==> src/trace_pkg.sv <==
// trace port package with CSR access types, addresses and the priority level type
`default_nettype none

package trace_pkg;

  typedef logic [31:0] word;
  typedef logic [11:0] csr_addr_t;
  typedef logic [4:0] zimm_t;

  // funct3 encoding of the Zicsr instructions
  typedef enum logic [2:0] {
    CsrWrite    = 3'b001,
    CsrSet      = 3'b010,
    CsrClear    = 3'b011,
    CsrWriteImm = 3'b101,
    CsrSetImm   = 3'b110,
    CsrClearImm = 3'b111
  } csr_op_e;

  // custom machine read/write range
  localparam csr_addr_t FifoByteCsrAddr = 12'h7c0;
  localparam csr_addr_t BaudCsrAddr = 12'h7c1;

  // task priority levels
  localparam int PrioBits = 2;
  localparam int PrioNum = 2 ** PrioBits;

  // lower value means more urgent
  typedef logic [PrioBits-1:0] prio_t;

  // default queue of 16 entries
  localparam int FifoDepthBits = 4;
  typedef logic [FifoDepthBits-1:0] fifo_ptr_t;

  // clock cycles per serial bit after reset
  localparam int DefaultBaudDiv = 16;

endpackage

`default_nettype wire

==> src/csr_reg.sv <==
// machine CSR with write, set and clear operations in register and immediate form
`timescale 1ns/1ps
`default_nettype none

module csr_reg #(
  parameter int CsrWidth = 32,
  parameter trace_pkg::csr_addr_t Addr = '0,
  parameter logic [CsrWidth-1:0] ResetValue = '0
) (
  input  logic                 clk_i,
  input  logic                 reset_i,
  input  logic                 csr_enable,
  input  trace_pkg::csr_addr_t csr_addr,
  input  trace_pkg::csr_op_e   csr_op,
  input  trace_pkg::word       rs1_data,
  input  trace_pkg::zimm_t     rs1_zimm,
  output trace_pkg::word       next_value,
  output trace_pkg::word       rd_data
);
  import trace_pkg::*;

  logic [CsrWidth-1:0] value;
  logic addr_hit;
  logic write_en;
  word  cur_word;
  word  operand;
  word  new_word;

  assign addr_hit = (csr_addr == Addr);
  assign write_en = csr_enable && addr_hit;
  assign cur_word = word'(value);

  always_comb begin
    if (csr_op inside {CsrWriteImm, CsrSetImm, CsrClearImm}) begin
      operand = word'(rs1_zimm);
    end else begin
      operand = rs1_data;
    end
  end

  always_comb begin
    case (csr_op)
      CsrWrite, CsrWriteImm: new_word = operand;
      CsrSet, CsrSetImm:     new_word = cur_word | operand;
      CsrClear, CsrClearImm: new_word = cur_word & ~operand;
      default:               new_word = cur_word;
    endcase
  end

  // value the register holds after this edge
  assign next_value = write_en ? word'(new_word[CsrWidth-1:0]) : cur_word;

  // old value goes back to the core
  assign rd_data = addr_hit ? cur_word : '0;

  always_ff @(posedge clk_i) begin
    if (reset_i) begin
      value <= ResetValue;
    end else if (write_en) begin
      value <= new_word[CsrWidth-1:0];
    end
  end

  // decoder upstream must only hand over Zicsr operations
  assert property (@(posedge clk_i) disable iff (reset_i)
    csr_enable |-> csr_op inside {CsrWrite, CsrSet, CsrClear,
                                  CsrWriteImm, CsrSetImm, CsrClearImm})
    else $error("csr_reg: illegal csr_op %0d", csr_op);

endmodule

`default_nettype wire

==> src/frame_fifo.sv <==
// trace byte CSR, zero-stuffing frame encoder with per-level runs, and circular byte queue
`timescale 1ns/1ps
`default_nettype none

module frame_fifo #(
  parameter int FifoDepthBits = trace_pkg::FifoDepthBits
) (
  input  logic                 clk_i,
  input  logic                 reset_i,
  input  logic                 csr_enable,
  input  trace_pkg::csr_addr_t csr_addr,
  input  trace_pkg::csr_op_e   csr_op,
  input  trace_pkg::word       rs1_data,
  input  trace_pkg::zimm_t     rs1_zimm,
  input  trace_pkg::prio_t     level,
  input  logic                 next,
  output logic [7:0]           data,
  output logic                 have_next,
  output trace_pkg::word       rd_data
);
  import trace_pkg::*;

  localparam int Depth = 2 ** FifoDepthBits;

  typedef logic [FifoDepthBits-1:0] ptr_t;

  logic [7:0] queue [Depth];
  ptr_t       in_ptr;
  ptr_t       out_ptr;
  ptr_t       in_ptr_p1;
  ptr_t       in_ptr_p2;
  ptr_t       data_ptr;
  ptr_t       used;
  prio_t      prev_level;

  // nonzero bytes since frame start or last zero, per level
  logic [7:0] run [PrioNum];

  word        byte_value;
  logic       byte_wr;
  logic       open_frame;
  logic       close_frame;
  logic [1:0] n_wr;
  logic [7:0] wr_byte;
  logic [7:0] run_base;
  logic [7:0] run_next;
  logic [7:0] close_code;
  logic [7:0] data_code;

  csr_reg #(
    .CsrWidth  (8),
    .Addr      (FifoByteCsrAddr),
    .ResetValue(8'h00)
  ) byte_csr_inst (
    .clk_i     (clk_i),
    .reset_i   (reset_i),
    .csr_enable(csr_enable),
    .csr_addr  (csr_addr),
    .csr_op    (csr_op),
    .rs1_data  (rs1_data),
    .rs1_zimm  (rs1_zimm),
    .next_value(byte_value),
    .rd_data   (rd_data)
  );

  assign byte_wr = csr_enable && (csr_addr == FifoByteCsrAddr);
  assign wr_byte = byte_value[7:0];

  // preemption opens a frame, return to a less urgent level closes one
  assign open_frame = (level < prev_level);
  assign close_frame = (level > prev_level);

  assign in_ptr_p1 = in_ptr + 1'b1;
  assign in_ptr_p2 = in_ptr + 2'd2;

  always_comb begin
    run_base = open_frame ? 8'd0 : run[level];
    close_code = run[prev_level] + 8'd1;
    // close code and delimiter go ahead of the data byte
    data_ptr = close_frame ? in_ptr_p2 : in_ptr;
    if (wr_byte == 8'h00) begin
      data_code = run_base + 8'd1;
      run_next = 8'd0;
    end else begin
      data_code = wr_byte;
      run_next = run_base + 8'd1;
    end
    n_wr = (close_frame ? 2'd2 : 2'd0) + (byte_wr ? 2'd1 : 2'd0);
  end

  always_ff @(posedge clk_i) begin
    if (close_frame) begin
      queue[in_ptr] <= close_code;
      queue[in_ptr_p1] <= 8'h00;
    end
    if (byte_wr) begin
      queue[data_ptr] <= data_code;
    end
  end

  always_ff @(posedge clk_i) begin
    if (reset_i) begin
      in_ptr <= '0;
      out_ptr <= '0;
      prev_level <= prio_t'(PrioNum - 1);
      run <= '{default: '0};
    end else begin
      in_ptr <= in_ptr + ptr_t'(n_wr);
      if (next) begin
        out_ptr <= out_ptr + 1'b1;
      end
      prev_level <= level;
      if (byte_wr) begin
        run[level] <= run_next;
      end else if (open_frame) begin
        run[level] <= 8'd0;
      end
    end
  end

  assign data = queue[out_ptr];
  assign have_next = (in_ptr != out_ptr);
  assign used = in_ptr - out_ptr;

  // transmitter pulls only what is there
  assert property (@(posedge clk_i) disable iff (reset_i) next |-> have_next)
    else $error("frame_fifo: next while queue empty");

  // software outran the UART, queue would wrap onto unsent bytes
  assert property (@(posedge clk_i) disable iff (reset_i)
    (n_wr != 2'd0) |-> (int'(used) + int'(n_wr) < Depth + int'(next)))
    else $error("frame_fifo: queue overrun, %0d used, %0d written", used, n_wr);

endmodule

`default_nettype wire

==> src/uart_tx.sv <==
// baud divisor CSR and 8N1 serial transmitter pulling bytes from the trace queue
`timescale 1ns/1ps
`default_nettype none

module uart_tx #(
  parameter int DefaultBaudDiv = trace_pkg::DefaultBaudDiv
) (
  input  logic                 clk_i,
  input  logic                 reset_i,
  input  logic                 csr_enable,
  input  trace_pkg::csr_addr_t csr_addr,
  input  trace_pkg::csr_op_e   csr_op,
  input  trace_pkg::word       rs1_data,
  input  trace_pkg::zimm_t     rs1_zimm,
  input  logic [7:0]           data,
  input  logic                 have_next,
  output logic                 next,
  output logic                 tx,
  output trace_pkg::word       rd_data
);
  import trace_pkg::*;

  typedef enum logic [1:0] {
    StIdle,
    StStart,
    StData,
    StStop
  } tx_state_e;

  tx_state_e   state;
  word         baud_value;
  logic [15:0] div_q;
  logic [15:0] bit_cnt;
  logic [2:0]  bit_idx;
  logic [7:0]  shift_q;
  logic        bit_end;
  logic        start_byte;

  csr_reg #(
    .CsrWidth  (16),
    .Addr      (BaudCsrAddr),
    .ResetValue(16'(DefaultBaudDiv))
  ) baud_csr_inst (
    .clk_i     (clk_i),
    .reset_i   (reset_i),
    .csr_enable(csr_enable),
    .csr_addr  (csr_addr),
    .csr_op    (csr_op),
    .rs1_data  (rs1_data),
    .rs1_zimm  (rs1_zimm),
    .next_value(baud_value),
    .rd_data   (rd_data)
  );

  assign start_byte = (state == StIdle) && have_next;
  assign bit_end = (bit_cnt == div_q - 16'd1);

  // byte and divisor fixed for the whole character
  always_ff @(posedge clk_i) begin
    if (start_byte) begin
      shift_q <= data;
      div_q <= baud_value[15:0];
    end else if (bit_end && (state == StStart || state == StData)) begin
      shift_q <= shift_q >> 1;
    end
  end

  always_ff @(posedge clk_i) begin
    if (reset_i) begin
      state <= StIdle;
      tx <= 1'b1;
      next <= 1'b0;
      bit_cnt <= '0;
      bit_idx <= '0;
    end else begin
      next <= 1'b0;
      bit_cnt <= bit_end ? 16'd0 : bit_cnt + 16'd1;
      case (state)
        StIdle: begin
          bit_cnt <= '0;
          if (have_next) begin
            state <= StStart;
            tx <= 1'b0;
            next <= 1'b1;
          end
        end
        StStart: begin
          if (bit_end) begin
            state <= StData;
            tx <= shift_q[0];
            bit_idx <= '0;
          end
        end
        StData: begin
          if (bit_end) begin
            if (bit_idx == 3'd7) begin
              state <= StStop;
              tx <= 1'b1;
            end else begin
              tx <= shift_q[0];
              bit_idx <= bit_idx + 3'd1;
            end
          end
        end
        StStop: begin
          if (bit_end) begin
            state <= StIdle;
          end
        end
        default: state <= StIdle;
      endcase
    end
  end

  // line rests at mark between characters
  assert property (@(posedge clk_i) disable iff (reset_i) (state == StIdle) |-> tx)
    else $error("uart_tx: tx low while idle");

endmodule

`default_nettype wire

==> src/trace_port.sv <==
// trace port top level joining frame encoder and UART transmitter on one CSR bus
`timescale 1ns/1ps
`default_nettype none

module trace_port #(
  parameter int FifoDepthBits = $bits(trace_pkg::fifo_ptr_t),
  parameter int DefaultBaudDiv = trace_pkg::DefaultBaudDiv
) (
  input  logic                 clk_i,
  input  logic                 reset_i,
  input  logic                 csr_enable,
  input  trace_pkg::csr_addr_t csr_addr,
  input  trace_pkg::csr_op_e   csr_op,
  input  trace_pkg::word       rs1_data,
  input  trace_pkg::zimm_t     rs1_zimm,
  input  trace_pkg::prio_t     level,
  output trace_pkg::word       csr_data_out,
  output logic                 tx
);
  import trace_pkg::*;

  logic [7:0] data;
  logic       have_next;
  logic       next;
  word        fifo_rd_data;
  word        uart_rd_data;

  frame_fifo #(
    .FifoDepthBits(FifoDepthBits)
  ) frame_fifo_inst (
    .clk_i     (clk_i),
    .reset_i   (reset_i),
    .csr_enable(csr_enable),
    .csr_addr  (csr_addr),
    .csr_op    (csr_op),
    .rs1_data  (rs1_data),
    .rs1_zimm  (rs1_zimm),
    .level     (level),
    .next      (next),
    .data      (data),
    .have_next (have_next),
    .rd_data   (fifo_rd_data)
  );

  uart_tx #(
    .DefaultBaudDiv(DefaultBaudDiv)
  ) uart_tx_inst (
    .clk_i     (clk_i),
    .reset_i   (reset_i),
    .csr_enable(csr_enable),
    .csr_addr  (csr_addr),
    .csr_op    (csr_op),
    .rs1_data  (rs1_data),
    .rs1_zimm  (rs1_zimm),
    .data      (data),
    .have_next (have_next),
    .next      (next),
    .tx        (tx),
    .rd_data   (uart_rd_data)
  );

  // unaddressed blocks return zero
  assign csr_data_out = fifo_rd_data | uart_rd_data;

endmodule

`default_nettype wire

==> config.mk <==
export PLATFORM = sky130hd
export DESIGN_NAME = trace_port
export DESIGN_NICKNAME = d
export VERILOG_FILES = /design/src/trace_pkg.sv /design/src/csr_reg.sv /design/src/frame_fifo.sv /design/src/uart_tx.sv /design/src/trace_port.sv
export SDC_FILE = /design/constraint.sdc
export NUM_CORES = 1
export LEC_CHECK = 0
export ABC_AREA = 1
export BUFFER_PORTS_ARGS = -buffer_cell sky130_fd_sc_hd__buf_2
export CAP_MARGIN = 15
export CORE_UTILIZATION = 37
export CTS_CLUSTER_SIZE = 14
export DETAILED_ROUTE_END_ITERATION = 7
export GPL_ROUTABILITY_DRIVEN = 0
export SETUP_SLACK_MARGIN = 0.5
export SYNTH_ARGS = -nofsm -noshare
export SYNTH_HDL_FRONTEND = slang
export SYNTH_SLANG_ARGS = --single-unit
==> constraint.sdc <==
create_clock -name clk_i -period 5 [get_ports clk_i]
set_input_delay 1 -clock clk_i [delete_from_list [all_inputs] [get_ports clk_i]]
set_output_delay 1 -clock clk_i [all_outputs]
set_load 0.03 [all_outputs]
---- Word-level counts from Yosys, hierarchy flattened ----
Memories as Yosys holds them, arrays and structs flattened. A register that Yosys moved wholly into a read port is not among the register bits.
Cells that the tools add are included.
storage, ports and cells
  memory bits (read-only) ................. 0
  flip-flop bits (word level) ............. 113
  word-level logic and storage cells ...... 132
  bits in latches ......................... 0
  output and inout bits ................... 33
  RAM bits ................................ 128
  input port bits ......................... 57
  memories ................................ 1
cells by class
  shifts and indexed selects .............. 0
  reductions and logical operators ........ 21
  mux-type cells .......................... 48
  $mul .................................... 0
  $lt $le $gt $ge ......................... 5
  div/mod/pow operators ................... 0
  bitwise operators ....................... 11
  eq/ne operators ......................... 20
  $add $sub $neg .......................... 10
memory list
  name                   words  width  read ports  clocked after memory_dff  write ports  line              text
  frame_fifo_inst.queue  16     8      1           1                         3            frame_fifo.sv:27  logic [7:0] queue [Depth];
operators with widths
  cell                   number
  $mux 8                 12
  $mux 32                2
  $mux 16                3
  $pmux 16 s3            1
  $and 32x32->32         1
  $bmux 8 s2             2
  $bwmux 32              1
  $not 32->32            1
  $or 32x32->32          1
  $eq 12x11->1 const B   2
  $pmux 8 s3             1
  $add 16x1->16 const B  1
  $add 8x1->8 const B    2
  $and 16x16->16         1
  $demux 8 s2            1
  $eq 16x16->1           1
  $not 16->16            1
  $or 16x16->16          1
  $sub 16x1->16 const B  1
  $eq 3x3->1 const B     4
  $mux 2                 6
  $mux 4                 3
  $mux 1                 10
  $mux 3                 3
  33 further kinds       53

---- Depth between registers and ports, before layout ----
  depth after elaboration ................. 11
  gate-level depth with buffers ........... 18
  depth with buffers taken out ............ 18

---- Modules after synthesis ----
Synthesis repeated with hierarchy kept, for this count alone.
unflattened totals
  cells, all modules ...................... 2275
  area, all modules ....................... 16336.9 um^2
by module, submodules not included
  module                                    cells an instance  seq. area each (um^2)  times used  area each (um^2)
  frame_fifo                                1312               4764.6                 1           10344.9
  uart_tx                                   375                1181.1                 1           2786.4
  csr_reg at uart_tx_inst.baud_csr_inst     306                320.3                  1           1645.3
  csr_reg at frame_fifo_inst.byte_csr_inst  186                160.2                  1           1199.9
  trace_port                                96                 0.0                    1           360.3

---- Least setup slack after synthesis ----
No wires, ideal clock.
  path kind ............................... input to register
  start point ............................. in level[1]
  end point ............................... mem frame_fifo_inst.queue[1][0] (enable)
  buffers on the path ..................... 0
  path slack .............................. 1.190 ns
  stages .................................. 11
  required time ........................... 4.616 ns
  data arrival time ....................... 3.426 ns
  library setup time ...................... 0.384 ns
  cells stage by stage .................... ha_1 -> a21oi_2 -> inv_2 -> nand2_1 -> inv_1 -> ha_1 -> inv_1 -> nand3_1 -> nor2_1 -> nor2_2 -> o21ai_0
RTL lines
  element      line              text
  from (decl)  trace_port.sv:16  input trace_pkg::prio_t level,
  to (decl)    frame_fifo.sv:27

==> run_results.csv <==
group,metric,value,unit
clocking,cts_buffers,29,
synth,synth_flop_cell,"edfxtp_1",
die,die_h,198,um
global_route,busiest_layer,"met2",
synth,netlist_area,0.0141,mm^2
global_route,grtUsageMet2,0.344,
layout,final_layout_size_suffix_gt1_frac,0.106,
detailed_routing,vias_per_cell,5.17,
critical_path,r2r-end,"frame_fifo_inst.queue[3][0]$_DFFE_PP_",
sta,fin_crit_sh,0.841,
critical_path,crit_chain,"inv_1 > ha_1 > a21oi_2 > inv_2 > nand2_1 > inv_1 > ha_1 > nand3_1 > nor2_2 > nor2_1 > o21ai_0",
sta,rsz0062_at_grt,"no",
global_route,grt_pass1_vias,11700,
critical_path,crit_path_end_kind,"flop",
power,switching_share,0.311,
critical_path,cp-endpoint,"frame_fifo_inst.queue[3][0]$_DFFE_PP_",
sta,setup_ws,794,ps
power,ir_drop,225,uV
critical_path,critPathLaunch,"frame_fifo_inst.prev_level[1]$_SDFF_PP1_",
synth,seq_area_frac_synth,0.454,
power,combPwrFrac,0.203,
synth,yosys_warnings,0,
layout,layout.nets,1954,
clocking,cts_sinks,245,
synth,synth_edf_count,152,
detailed_routing,routed_wl,39800,um
critical_path,r2r_slack,790,ps
global_route,grt_use_total,0.206,
critical_path,critPathRequiredTime,5150,ps
synth,synthMuxAreaShare,0.0226,
synth,synth_top_family_by_area,"simple AND/OR/NAND/NOR gates",
synth,ys_async_sr_fraction,0,
global_route,met3_usage,0.0251,
power,power_density,356,mW/mm^2
die,rows,71,
synth,yosys.area_share.simple,0.301,
synth,synth_compound_area_frac,0.109,
power,clkPwrFrac,0.362,
clocking,cts.path.max_buffers,3,
synth,synthAdderAreaFrac,0.0156,
layout,syn2layout_area_growth,11.4,%
power,p_switching,1.75,mW
power,p_seq_frac,0.435,
power,leakage,6.30,nW
detailed_routing,drt_first_iter_violations,1001,
critical_path,path_max_fanout,11,
synth,yosysUniqueCellTypes,51,
detailed_routing,ant_nets,0,
status,outcome,"complete, no violations",
critical_path,ff2ff_path_depth,11,
power,p_int,3.87,mW
detailed_routing,vias,12500,
placed_design,place_hpwl,27000,um
job,cap_viol_max_count,0,
die,start_util,0.375,
global_route,antenna_found_initial,0,
critical_path,crit_path_start_kind,"flop",
clocking,h-tree-depth,1,
die,die_w,198,um
sta,slew_violations,0,
detailed_routing,drc,0,
die,dieArea,0.0390,mm^2
placed_design,io_buffers,57,
clocking,clk_latency,570,ps
sta,clock.fmax,238,MHz
min_path,min_path_type,"reg -> reg",
sta,worst_pin_slew,1100,ps
synth,syn_inst,1834,
sta,finalCriticalPeriod,4210,ps
synth,syn_area_per_cell,7.71,um^2
clocking,cts_hold_buf,0,
critical_path,critical_path_depth,11,
critical_path,crit_path_max_incr_delay,540,ps
global_route,gr-usage-met1,0.273,
placed_design,pre_cts_ws,413,ps
layout,antenna_cells,0,
critical_path,critPathBufInv,3,
critical_path,rr_startpoint,"frame_fifo_inst.prev_level[1]$_SDFF_PP1_",
critical_path,cp.arrival,4350,ps
critical_path,crit_family,"simple AND/OR/NAND/NOR gates",
synth,synth-xor-area-share,0.0265,
detailed_routing,post_drt_wl_per_cell,16.5,um
global_route,globalRouteOverflowTotal,0,
sta,hold_violations,0,
critical_path,cp_slowest_cell,"o21ai_0",
sta,finClkSkew,29.7,ps
sta,tns,0,ps
synth,ys_ff_latch,245,
die,io_pins,90,
sta,setup_viol,0,
critical_path,path_class,"reg -> reg",
die,core_region_area,0.0377,mm^2
sta,slew_headroom,0.258,
global_route,grt_pass1_wl,63100,um
detailed_routing,dr.pass1.iters,8,
clocking,cts_root_buffer,"clkbuf_16",
clocking,cts_tree,"yes",
clocking,clkTransAtPathRegs,60,ps
global_route,grt_max_degree,65,
-- cell usage in the layout (no fill, tap or decap), types with 8 or more instances in the layout --
master     count
o221ai_1      33
nand2_1      631
nor3_1         8
clkbuf_16     29
dfxtp_1       92
buf_4         17
xnor2_1       14
inv_2         10
conb_1        16
nor2_2        30
o22ai_1       12
o21ai_0       82
nand4_1       13
a21oi_1       76
inv_1        137
mux2i_1       32
xor2_1        27
nor2_1       181
nand3_1      103
buf_2         63
o21ai_1       14
ha_1          16
nor2_4        13
o211ai_1      10
edfxtp_1     152
-- kinds of logic after synthesis --
logic type	after synthesis
mux	32
other cells	1
buf+inv	233
simple gates	1011
flops	245
xor+xnor	42
compound gates	253
fa+ha+maj	17
-- area by class of cell --
type	instances	area, um^2
multi-input combinational	1371	6770
inverter	151	567
timing repair buffer	82	458
sequential	245	6430
clock buffer	37	766
fill	3763	21900
clock inverter	14	130
tap	511	639
-- synthesized netlist by cell type, types with 13 or more instances --
library cell,n,area (um^2)
xor2_1,27,236
nand3_1,103,515
o221ai_1,33,289
inv_1,137,514
clkbuf_1,37,139
a21oi_1,76,380
xnor2_1,14,123
o21ai_1,13,65.1
nor2_1,181,679
ha_1,16,200
nor2_4,13,146
buf_4,20,150
mux2i_1,32,320
nand2_1,631,2370
dfxtp_1,93,1860
edfxtp_1,152,4560
o21ai_0,83,415
nor2_2,30,188
nand4_1,13,81.3
-- how the worst min path moves through the flow --
| stage | startpoint | to | cells past startpoint |
|---|---|---|---|
| after floorplan | uart_tx_inst.bit_cnt[0]$_SDFF_PP0_ | uart_tx_inst.bit_cnt[0]$_SDFF_PP0_ | 1 |
| after global placement | frame_fifo_inst.run[10]$_SDFFE_PP0P_ | frame_fifo_inst.run[10]$_SDFFE_PP0P_ | 2 |
| after detailed placement | frame_fifo_inst.run[31]$_SDFFE_PP0P_ | frame_fifo_inst.run[31]$_SDFFE_PP0P_ | 2 |
| after CTS | frame_fifo_inst.run[31]$_SDFFE_PP0P_ | frame_fifo_inst.run[31]$_SDFFE_PP0P_ | 2 |
| after global routing | frame_fifo_inst.run[10]$_SDFFE_PP0P_ | frame_fifo_inst.run[10]$_SDFFE_PP0P_ | 2 |
| final | frame_fifo_inst.run[31]$_SDFFE_PP0P_ | frame_fifo_inst.run[31]$_SDFFE_PP0P_ | 2 |
-- state kept, by name (all words and copies together), names as in the netlist, named ones only --
name / cells
frame_fifo_inst.byte_csr_inst.value: 8
frame_fifo_inst.in_ptr: 4
frame_fifo_inst.out_ptr: 4
frame_fifo_inst.prev_level: 2
frame_fifo_inst.queue: 128
frame_fifo_inst.run: 32
uart_tx_inst.baud_csr_inst.value: 16
uart_tx_inst.bit_cnt: 16
uart_tx_inst.bit_idx: 3
uart_tx_inst.div_q: 16
uart_tx_inst.next: 1
uart_tx_inst.shift_q: 8
uart_tx_inst.state: 2
uart_tx_inst.tx: 1
-- timing repair --
action,4_1_cts,5_1_grt
setup buffers,0,0
endpoints found under the setup margin,0,8
resized for setup,0,1
-- worst reg2reg max path, stage by stage, from the launching register on --
cell and delay [ps]:
dfxtp_1 440, inv_1 250, ha_1 370, a21oi_2 420
inv_2 180, nand2_1 240, inv_1 140, ha_1 330
nand3_1 280, nor2_2 170, nor2_1 430, o21ai_0 540
-- metal layers --
metal / routed length [um] / vias to the layer above
met4: 1240 / 0
met1: 17200 / 5826
met5: 0 / -
met2: 18900 / 436
li1: - / 6112
met3: 2530 / 94
-- power by group through the flow --
| stage | logic (mW) | clock network (mW) | registers [mW] |
|---|---|---|---|
| floorplan | 0.868 | 0 | 2.44 |
| global placement | 1.11 | 0 | 2.49 |
| detailed placement | 1.13 | 0 | 2.49 |
| CTS | 1.13 | 2.06 | 2.45 |
| global route | 1.28 | 2.14 | 2.46 |
| finish | 1.14 | 2.03 | 2.44 |
-- through the flow --
stage | cell area (um^2) | hold WS (ps) | std cells | utilization | power [mW]
after floorplan | 14200 | 440 | 1849 | - | 3.31
after global placement | 14800 | 456 | 2352 | 0.393 | 3.60
after detailed placement | 14800 | 460 | 2352 | 0.393 | 3.62
after CTS | 15700 | 468 | 2403 | 0.417 | 5.64
after global routing | 15800 | 491 | 2411 | 0.418 | 5.88
final | 15800 | 466 | 2411 | 0.418 | 5.61
Note: power is estimated with default switching activity, not from simulation.
